File: src/cache_macros.svh
`ifndef CACHE_MACROS_SVH
`define CACHE_MACROS_SVH

// ##################################################
// cache geometry
// ##################################################

// byte address and data word.
`define ADDR_WIDTH 64
`define DATA_WIDTH 64

// one 64-bit word per line, so the offset selects a byte in the word.
`define OFFSET_BITS 3

// four sets.
`define INDEX_BITS 2

// everything above the index is tag.
`define TAG_BITS (`ADDR_WIDTH - `INDEX_BITS - `OFFSET_BITS)

`define NUM_WAYS 2

`endif
File: src/cache_pkg.sv
`include "cache_macros.svh"

package cache_pkg;

    typedef logic [`ADDR_WIDTH-1:0]       addrT;
    typedef logic [`DATA_WIDTH-1:0]       dataT;
    typedef logic [`DATA_WIDTH/8-1:0]     maskT;     // one enable per byte lane.
    typedef logic [`TAG_BITS-1:0]         tagT;
    typedef logic [`INDEX_BITS-1:0]       indexT;
    typedef logic [$clog2(`NUM_WAYS)-1:0] wayT;

    // load/store request from the core, valid is a one-cycle strobe.
    typedef struct packed {
        logic valid;
        logic write;
        addrT addr;
        dataT wdata;
        maskT wmask;
    } cpuReqT;

    typedef struct packed {
        logic done;
        logic hit;
        dataT rdata;
    } cpuRespT;

    // valid is held with stable fields until the memory acknowledges.
    typedef struct packed {
        logic valid;
        logic write;
        addrT addr;
        dataT wdata;
        maskT wmask;
    } memReqT;

    typedef enum logic [1:0] {
        IDLE,
        RESPOND,
        READ_MEM,
        WRITE_MEM
    } ctrlStateT;

endpackage

File: src/dataCache.sv
`timescale 1ns/10ps

module dataCache import cache_pkg::*; (
    input  logic    clk,
    input  logic    rst,
    input  cpuReqT  cpuReq,
    input  logic    memAck,
    input  dataT    memRdata,
    output cpuRespT cpuResp,
    output logic    busy,
    output memReqT  memReq
);

    // controller to array.
    addrT lookupAddr;
    logic fillEn;
    addrT fillAddr;
    dataT fillData;
    logic storeEn;
    dataT storeData;
    maskT storeMask;
    logic touchEn;

    // array back to controller.
    logic arrayHit;
    dataT arrayData;

    cacheController cacheController_i (
        .clk        (clk),
        .rst        (rst),
        .cpuReq     (cpuReq),
        .arrayHit   (arrayHit),
        .arrayData  (arrayData),
        .memAck     (memAck),
        .memRdata   (memRdata),
        .cpuResp    (cpuResp),
        .busy       (busy),
        .memReq     (memReq),
        .lookupAddr (lookupAddr),
        .fillEn     (fillEn),
        .fillAddr   (fillAddr),
        .fillData   (fillData),
        .storeEn    (storeEn),
        .storeData  (storeData),
        .storeMask  (storeMask),
        .touchEn    (touchEn)
    );

    // The controller does not need the hitting way.
    cacheArray cacheArray_i (
        .clk        (clk),
        .rst        (rst),
        .lookupAddr (lookupAddr),
        .fillEn     (fillEn),
        .fillAddr   (fillAddr),
        .fillData   (fillData),
        .storeEn    (storeEn),
        .storeData  (storeData),
        .storeMask  (storeMask),
        .touchEn    (touchEn),
        .hit        (arrayHit),
        .hitWay     (),
        .hitData    (arrayData)
    );

endmodule

File: src/cacheController.sv
`timescale 1ns/10ps

module cacheController import cache_pkg::*; (
    input  logic    clk,
    input  logic    rst,
    input  cpuReqT  cpuReq,
    input  logic    arrayHit,
    input  dataT    arrayData,
    input  logic    memAck,
    input  dataT    memRdata,
    output cpuRespT cpuResp,
    output logic    busy,
    output memReqT  memReq,
    output addrT    lookupAddr,
    output logic    fillEn,
    output addrT    fillAddr,
    output dataT    fillData,
    output logic    storeEn,
    output dataT    storeData,
    output maskT    storeMask,
    output logic    touchEn
);

    ctrlStateT state;
    ctrlStateT stateNext;
    logic      accept;

    // latched request and the response waiting to be pulsed.
    addrT addrQ;
    dataT wdataQ;
    maskT wmaskQ;
    logic hitQ;
    dataT rdataQ;

    assign accept = (state == IDLE) && cpuReq.valid;

    // ##################################################
    // state machine
    // ##################################################

    always_comb begin
        stateNext = state;
        case (state)
            IDLE: begin
                if (cpuReq.valid) begin
                    if (cpuReq.write) begin
                        stateNext = WRITE_MEM;  // every store goes through to memory.
                    end else if (arrayHit) begin
                        stateNext = RESPOND;
                    end else begin
                        stateNext = READ_MEM;
                    end
                end
            end
            RESPOND: stateNext = IDLE;
            READ_MEM, WRITE_MEM: begin
                if (memAck) begin
                    stateNext = RESPOND;
                end
            end
            default: stateNext = IDLE;
        endcase
    end

    always_ff @(posedge clk) begin
        if (rst) begin
            state <= IDLE;
        end else begin
            state <= stateNext;
        end
    end

    // hit is captured at accept, so a write reports whether it merged.
    always_ff @(posedge clk) begin
        if (accept) begin
            addrQ  <= cpuReq.addr;
            wdataQ <= cpuReq.wdata;
            wmaskQ <= cpuReq.wmask;
            hitQ   <= arrayHit;
            rdataQ <= cpuReq.write ? '0 : arrayData;
        end else if ((state == READ_MEM) && memAck) begin
            rdataQ <= memRdata;
            hitQ   <= 1'b0;
        end
    end

    // ##################################################
    // array side
    // ##################################################

    assign lookupAddr = (state == IDLE) ? cpuReq.addr : addrQ;

    assign storeEn   = accept && cpuReq.write && arrayHit;
    assign storeData = cpuReq.wdata;
    assign storeMask = cpuReq.wmask;

    // Only read hits refresh the LRU bit.
    assign touchEn = accept && !cpuReq.write && arrayHit;

    assign fillEn   = (state == READ_MEM) && memAck;
    assign fillAddr = addrQ;
    assign fillData = memRdata;

    // ##################################################
    // cpu and memory side
    // ##################################################

    assign busy = (state != IDLE);

    always_comb begin
        cpuResp.done  = (state == RESPOND);
        cpuResp.hit   = hitQ;
        cpuResp.rdata = rdataQ;
    end

    always_comb begin
        memReq.valid = (state == READ_MEM) || (state == WRITE_MEM);
        memReq.write = (state == WRITE_MEM);
        memReq.addr  = addrQ;
        memReq.wdata = (state == WRITE_MEM) ? wdataQ : '0;
        memReq.wmask = (state == WRITE_MEM) ? wmaskQ : '0;
    end

endmodule

File: src/cacheArray.sv
`timescale 1ns/10ps
`include "cache_macros.svh"

module cacheArray import cache_pkg::*; (
    input  logic clk,
    input  logic rst,
    input  addrT lookupAddr,
    input  logic fillEn,
    input  addrT fillAddr,
    input  dataT fillData,
    input  logic storeEn,
    input  dataT storeData,
    input  maskT storeMask,
    input  logic touchEn,
    output logic hit,
    output wayT  hitWay,
    output dataT hitData
);

    localparam int numSets  = 1 << `INDEX_BITS;
    localparam int numBytes = `DATA_WIDTH / 8;

    // ##################################################
    // storage
    // ##################################################

    dataT dataMem [`NUM_WAYS][numSets];
    tagT  tagMem  [`NUM_WAYS][numSets];

    logic [`NUM_WAYS-1:0] validQ [numSets];
    wayT                  lruQ   [numSets];  // names the victim when the set is full.

    // ##################################################
    // lookup
    // ##################################################

    indexT                lookupIdx;
    tagT                  lookupTag;
    logic [`NUM_WAYS-1:0] wayHit;

    assign lookupIdx = lookupAddr[`OFFSET_BITS +: `INDEX_BITS];
    assign lookupTag = lookupAddr[`ADDR_WIDTH-1 -: `TAG_BITS];

    always_comb begin
        for (int w = 0; w < `NUM_WAYS; w++) begin
            wayHit[w] = validQ[lookupIdx][w] && (tagMem[w][lookupIdx] == lookupTag);
        end
    end

    assign hit = |wayHit;

    // lowest hitting way wins, though a tag is never resident twice.
    always_comb begin
        hitWay = '0;
        for (int w = `NUM_WAYS - 1; w >= 0; w--) begin
            if (wayHit[w]) begin
                hitWay = wayT'(w);
            end
        end
    end

    assign hitData = hit ? dataMem[hitWay][lookupIdx] : '0;

    // ##################################################
    // replacement
    // ##################################################

    indexT fillIdx;
    tagT   fillTag;
    wayT   victimWay;

    assign fillIdx = fillAddr[`OFFSET_BITS +: `INDEX_BITS];
    assign fillTag = fillAddr[`ADDR_WIDTH-1 -: `TAG_BITS];

    // first invalid way, otherwise whatever the LRU bit points at.
    always_comb begin
        victimWay = lruQ[fillIdx];
        for (int w = `NUM_WAYS - 1; w >= 0; w--) begin
            if (!validQ[fillIdx][w]) begin
                victimWay = wayT'(w);
            end
        end
    end

    // ##################################################
    // updates
    // ##################################################

    always_ff @(posedge clk) begin
        if (fillEn) begin
            dataMem[victimWay][fillIdx] <= fillData;
            tagMem[victimWay][fillIdx]  <= fillTag;
        end else if (storeEn && hit) begin
            for (int b = 0; b < numBytes; b++) begin
                if (storeMask[b]) begin
                    dataMem[hitWay][lookupIdx][8*b +: 8] <= storeData[8*b +: 8];
                end
            end
        end
    end

    always_ff @(posedge clk) begin
        if (rst) begin
            for (int s = 0; s < numSets; s++) begin
                validQ[s] <= '0;
                lruQ[s]   <= '0;
            end
        end else begin
            if (fillEn) begin
                validQ[fillIdx][victimWay] <= 1'b1;
                lruQ[fillIdx]              <= ~victimWay;  // the other way goes next.
            end
            if (touchEn && hit) begin
                lruQ[lookupIdx] <= ~hitWay;
            end
        end
    end

endmodule

File: config.mk
export PLATFORM = sky130hd
export DESIGN_NAME = dataCache
export DESIGN_NICKNAME = d
export VERILOG_FILES = /design/src/cache_pkg.sv /design/src/dataCache.sv /design/src/cacheController.sv /design/src/cacheArray.sv
export VERILOG_INCLUDE_DIRS = /design/src /design/src/src
export SDC_FILE = /design/constraint.sdc
export NUM_CORES = 1
export LEC_CHECK = 0
export BUFFER_PORTS_ARGS = -buffer_cell sky130_fd_sc_hd__buf_2
export CAP_MARGIN = 15
export CELL_PAD_IN_SITES_DETAIL_PLACEMENT = 1
export CELL_PAD_IN_SITES_GLOBAL_PLACEMENT = 1
export CORE_UTILIZATION = 35
export CTS_CLUSTER_SIZE = 28
export DETAILED_ROUTE_END_ITERATION = 7
export HOLD_SLACK_MARGIN = 0.12
export PLACE_DENSITY_LB_ADDON = 0.1
export REMOVE_ABC_BUFFERS = 1
export SETUP_SLACK_MARGIN = 0.4
export SLEW_MARGIN = 20
export SYNTH_ARGS = -nofsm -noshare
export SYNTH_HDL_FRONTEND = slang
export SYNTH_HIERARCHICAL = 1
export SYNTH_SLANG_ARGS = --single-unit
File: constraint.sdc
create_clock -name clk -period 12.7 [get_ports clk]
set_input_delay 2.54 -clock clk [delete_from_list [all_inputs] [get_ports clk]]
set_output_delay 2.54 -clock clk [all_outputs]
set_load 0.1 [all_outputs]
; Word level (Yosys, flattened, before mapping)
; Memory sizes are Yosys's and may differ from the RTL's. A register that Yosys moved wholly into a read port is not among the register bits.
; Index checks and enable logic that the tools add are counted.
[classes]
magnitude_cmp = 6
eq_ne = 7
muxes = 1898
n_bitwise = 1796
reduce_logical = 25
[ops]
columns = cell, count
row1 = $mux 256, 11
row2 = $mux 1, 1836
row3 = $or 1x1->1, 1792
row4 = $demux 64 s2, 9
row5 = $mux 64, 10
row6 = $mux 59, 5
row7 = $reduce_or 256->1, 1
row8 = $bmux 59 s2, 2
row9 = $mux 236, 1
row10 = $bmux 64 s2, 1
row11 = $demux 59 s2, 1
row12 = $eq 59x59->1, 2
row13 = $mux 56, 1
row14 = $mux 48, 1
row15 = $mux 40, 1
row16 = $mux 32, 1
row17 = $mux 2, 12
row18 = $mux 24, 1
row19 = $mux 16, 1
row20 = $mux 8, 2
row21 = $logic_and 1x1->1, 13
row22 = $ge 3x3->1 const B, 2
row23 = $lt 3x1->1 const B, 2
row24 = $not 2->3, 2
row25 = other kinds (15), 22
[word_totals]
reg_bits = 203
mem_bits_rw = 996
input_bits = 205
n_memories = 4
[mem_list]
columns = memory, words, word_bits, read_ports, rd_ports_with_merged_regs, wr, line
row1 = cacheArray_i.dataMem, 2, 256, 1, 0, 1, cacheArray.sv:27  ; dataT dataMem [`NUM_WAYS][numSets];
row2 = cacheArray_i.tagMem, 2, 236, 2, 0, 1, cacheArray.sv:28  ; tagT tagMem [`NUM_WAYS][numSets];
row3 = cacheArray_i.validQ, 4, 2, 2, 1, 4, cacheArray.sv:30  ; logic [`NUM_WAYS-1:0] validQ [numSets];
row4 = cacheArray_i.lruQ, 4, 1, 1, 1, 4, cacheArray.sv:31  ; wayT lruQ [numSets];

; Logic depth before layout (Yosys ltp)
[logic_depth]
ltp_word = 23
depth_mapped = 22
mapped_depth_nobuf = 15

; Hierarchy
; The synthesis kept the hierarchy.
[modules_own_cells]
columns = module, instances, cells_each, area_each_um2, seq_area_each_um2
row1 = cacheArray, 1, 2049, 40377.5, 29908.7
row2 = cacheController, 1, 796, 10199.8, 6075.8

; Least setup slack after synthesis
; OpenSTA, ideal clock, no wires.
[synth_path]
path_type = in2reg
from = input cpuReq[75] (netlist bit)
to = memory cacheArray_i/dataMem[1][0] (netlist bit) (enable)
setup_time_ns = 0.386
t_arrival_ns = 6.588
path_slack_ns = 5.726
cell_stages = 18
cell_sequence = mux2_2 -> buf_2 -> buf_2 -> mux4_2 -> xnor2_1 -> nand4_1 -> nor4_1 -> nand4_1 -> nor3_4 -> buf_6 -> buf_6 -> nor2_2 -> inv_1 -> and3_1 -> nand3b_1 -> mux2_2 -> buf_2 -> a211oi_1
[synth_via]
elab_chain_cells = 22
elab_cells_between_ends = 1856
[synth_rtl]
columns = element, line
row1 = "start, declared", dataCache.sv:6  ; input cpuReqT cpuReq,
row2 = $mux 64 *, cacheController.sv:91  ; assign lookupAddr = (state == IDLE) ? cpuReq.addr : addrQ;
row3 = $not 2->3 (not written as such), cacheArray.sv:46  ; wayHit[w] = validQ[lookupIdx][w] && (tagMem[w][lookupIdx] == lookupTag);
row4 = $bmux 59 s2, cacheArray.sv:46
row5 = $mux 59 (not written as such) (2 in a row), cacheArray.sv:46
row6 = $eq 59x59->1, cacheArray.sv:46
row7 = $logic_and 1x1->1, cacheArray.sv:46
row8 = $reduce_or 2->1 *, cacheArray.sv:50  ; assign hit = |wayHit;
row9 = via arrayHit, dataCache.sv:25  ; logic arrayHit;
row10 = $logic_and 1x1->1 *, cacheController.sv:93  ; assign storeEn = accept && cpuReq.write && arrayHit;
row11 = via storeEn, dataCache.sv:19  ; logic storeEn;
row12 = $logic_and 1x1->1 *, cacheArray.sv:93  ; end else if (storeEn && hit) begin
row13 = $mux 1, cacheArray.sv:93
row14 = $mux 1, cacheArray.sv:90  ; if (fillEn) begin
row15 = $mux 256 (not written as such), cacheArray.sv:96  ; dataMem[hitWay][lookupIdx][8*b +: 8] <= storeData[8*b +: 8];
row16 = $or 1x1->1 (no line) (7 in a row), n/a
row17 = $reduce_or 256->1 (no line), n/a
row18 = $mux 1 (no line) or $mux 256 (tied branches), n/a
row19 = "end, declared", cacheArray.sv:27
; The timed path passes the listed nets; every way through them passes the cells marked *. The select of a mux whose other input is x is not followed.

; Final worst setup path
[layout_path]
from = input cpuReq[75] (netlist bit)
to = memory cacheArray_i/dataMem[1][215] (netlist bit) (enable)
[layout_via]
elab_chain_cells = 22
elab_cells_between_ends = 1856
[layout_rtl]
columns = element, line
row1 = $mux 64 *, cacheController.sv:91
row2 = via lookupAddr[3], dataCache.sv:15  ; addrT lookupAddr;
row3 = $not 2->3 (not written as such), cacheArray.sv:46
row4 = $bmux 59 s2, cacheArray.sv:46
row5 = $mux 59 (not written as such) (2 in a row), cacheArray.sv:46
row6 = $eq 59x59->1, cacheArray.sv:46
row7 = $logic_and 1x1->1, cacheArray.sv:46
row8 = $reduce_or 2->1 *, cacheArray.sv:50
row9 = via arrayHit, dataCache.sv:25
row10 = (+1 left out), n/a
row11 = via storeEn, dataCache.sv:19
row12 = $logic_and 1x1->1 *, cacheArray.sv:93
row13 = $mux 1, cacheArray.sv:93
row14 = $mux 1, cacheArray.sv:90
row15 = $mux 256 (not written as such), cacheArray.sv:96
row16 = $or 1x1->1 (no line) (7 in a row), n/a
row17 = $reduce_or 256->1 (no line), n/a
row18 = $mux 1 (no line) or $mux 256 (tied branches), n/a
; Marks and branches as above.

==> run summary <==
Status = finished, final reports clean
Cell depth of the worst flop-to-flop path = 17
Min-Delay Path Class = flop to flop
Fin worst setup slack = 4039 ps
Antenna Violating Nets Remaining = 0
Final #Nets = 3324
Placed cell area = 0.05342 mm2
Setup Skew = 24.46 ps
Core area = 0.1435 mm2
Synth Cell Area = 0.05054 mm2
Setup Buffers After CTS = 0
Crit Path Class = primary input to flop
Setup crit end kind = flop
Max-slew violations = 0
Worst Setup SP = cpuReq[75]
# diodes = 0
Total of max-cap violations = 0
Worst r2r src = cacheController_i/state[1]
RSZ-0062 raised after global routing = no
Initial DRC Count = 1525
First-pass GRT wire length = 201000 um
Design area = 0.05799 mm2
Row Count = 139
# clock sinks = 1199
CTS H-tree depth = 4
DR WL/cell = 26.88 um
Residual DRC = 0
Power Dens Cells = 165.1 mW/mm2
Final Hold Viols = 0
CTS tree = done
CP Data Arrival Time = 9040 ps
Routed Wire Length = 137900 um
Layout area overhead = 14.74%
Final critical-path share of the clock period = 68.19%
Critical path startpoint category = primary input
Reg2Reg Capture Point = cacheArray_i/dataMem[1][215]
Pint = 0.007131 W
Slew @ Worst Pin = 1030 ps
DR pass1 iterations = 4
Via density = 5.067
Placer Congestion = 0.7519
Antenna violations before repair = 9
Hold endpoint = cacheArray_i/tagMem[1][82]
Relative slew slack = 31.33%
Clk Latency, worst-skew pair = 760 ps
Highest Clock Rate = 115.5 MHz
Worst hold slack = 655.7 ps
Clk root buf = clkbuf_16
Average size of a mapped cell = 17.79 um2
Peak supply drop = 0.0001018 V
Sw Share = 25.51%
Die height = 382 um
CTS clk-pin slew, worst paths = 60 ps
Vias in the first global route = 28650
CTS buffer count = 138
Largest net degree at the start of global routing = 98
DP Wirelength = 88890 um
Congestion Overflow GR = 0
Static Leak = 19.23 nW
Fin Setup TNS = 0 ps
Buffers on Ports = 409
Overall routing resource usage = 18.96%
Reg2Reg Setup Slack = 4720 ps
Die footprint = 0.1459 mm2
Crit path time final = 8661 ps
Die Width = 382 um
CP max FO = 61
Total power draw = 0.009573 W
Final Setup Violations = 0
Synth Instances = 2841
WHS Path Cells = 0
Hold_buf cts = 0
Clock power share = 41.8%
Synth warn = 6
Switching pwr = 0.002442 W
Clock buffer depth = 3
Worst slack, placed = 2846 ps
Hold Path Origin = cacheController_i/fillAddr[28]
# IOs = 410
Combinational Power Share = 11.2%
Flop pwr share = 47.0%
Vias = 25990
Ratio of cells with drive above 1 in the final layout = 34.75%
Initial core utilization = 35.22%
Post-CTS resize count = 0
CP Data Required Time = 13080 ps
sequential cells by signal (all words and copies together) (netlist names):
register / count
cacheArray_i/dataMem: 512
cacheArray_i/tagMem: 472
cacheController_i/fillAddr: 64
cacheController_i/rdataQ: 64
cacheController_i/wdataQ: 64
cacheArray_i/validQ: 8
cacheController_i/wmaskQ: 8
cacheArray_i/lruQ: 4
cacheController_i/state: 2
cacheController_i/hitQ: 1
worst max path at each step:
stage / depth (start not counted) / endpoint / slack, ps
after floorplan: 14 / cacheArray_i/dataMem[0][10] / -4470
after global routing: 17 / cacheArray_i/dataMem[1][151] / 3550
after CTS: 17 / cacheArray_i/dataMem[0][229] / 3640
after detailed placement: 17 / cacheArray_i/dataMem[0][228] / 2850
after global placement: 17 / cacheArray_i/dataMem[1][219] / 2860
final: 17 / cacheArray_i/dataMem[1][215] / 4040
power by group through the flow:
stage	Sequential [W]	Combinational [W]	Clock [W]
floorplan	0.00483	0.000568	0
global placement	0.00458	0.00109	0
detailed placement	0.00459	0.00110	0
CTS	0.00451	0.00110	0.00410
global route	0.00451	0.00114	0.00423
finish	0.00450	0.00107	0.00400
cell usage in the layout, fill, tap and decap left out, types with 4 or more instances in the layout:
| master | count |
|---|---|
| a211oi_1 | 26 |
| a211oi_2 | 8 |
| a21oi_1 | 38 |
| and2_1 | 5 |
| and2_2 | 4 |
| and3_1 | 75 |
| buf_2 | 409 |
| buf_4 | 82 |
| bufinv_16 | 16 |
| clkbuf_1 | 23 |
| clkbuf_16 | 140 |
| clkinv_1 | 34 |
| clkinv_2 | 13 |
| clkinvlp_4 | 5 |
| edfxtp_1 | 1197 |
| inv_1 | 12 |
| inv_6 | 8 |
| mux2_2 | 123 |
| mux2i_1 | 39 |
| mux4_2 | 226 |
| nand2_1 | 211 |
| nand2b_1 | 71 |
| nand3_1 | 6 |
| nand4_1 | 22 |
| nor2_1 | 17 |
| nor2_4 | 4 |
| nor3_1 | 27 |
| nor3_2 | 13 |
| nor4_1 | 10 |
| o21ai_0 | 71 |
| o21ai_1 | 55 |
| o21ai_2 | 24 |
| o21bai_2 | 4 |
| o31ai_1 | 9 |
| or2_2 | 10 |
| xnor2_1 | 90 |
| xor2_1 | 34 |
metrics by stage:
stage / cells / utilization [%]
2_1_floorplan: 2486 / -
3_3_place_gp: 4881 / 37.19
3_5_place_dp: 4881 / 37.23
4_1_cts: 5128 / 40.38
5_1_grt: 5129 / 40.42
6_report: 5129 / 40.42
area by class of cell:
type                    count  area, um2
multi-input cells        1273      12330
inverters                  14      60.06
repair buffers            493       2710
clock buffers             163       3590
flip-flops and latches   1199      35990
clock inverters            84      925.9
well taps                1903       2381
fillers                 14010      85490
critical path: stages:
cell and delay [ps]:
buf_2 100, mux2_8 570, buf_4 680, mux4_2 600
xnor2_1 170, nand4_1 150, nor4_1 430, nand4_1 340
nor3_4 290, buf_4 630, nor2_2 170, inv_1 140
and3_1 180, nand3b_1 180, nor2_1 820, a21oi_1 240
a211oi_2 710
per-layer routing:
metal / track usage [%] / up-vias / share of wire (%)
met5: 0 / - / 0.061
met1: 24.42 / 13720 / 43
met3: 3.642 / 189 / 4.3
met2: 32.75 / 568 / 51
met4: 4.763 / 12 / 1.9
li1: - / 11510 / -
Note: power is estimated with default switching activity, not from simulation.
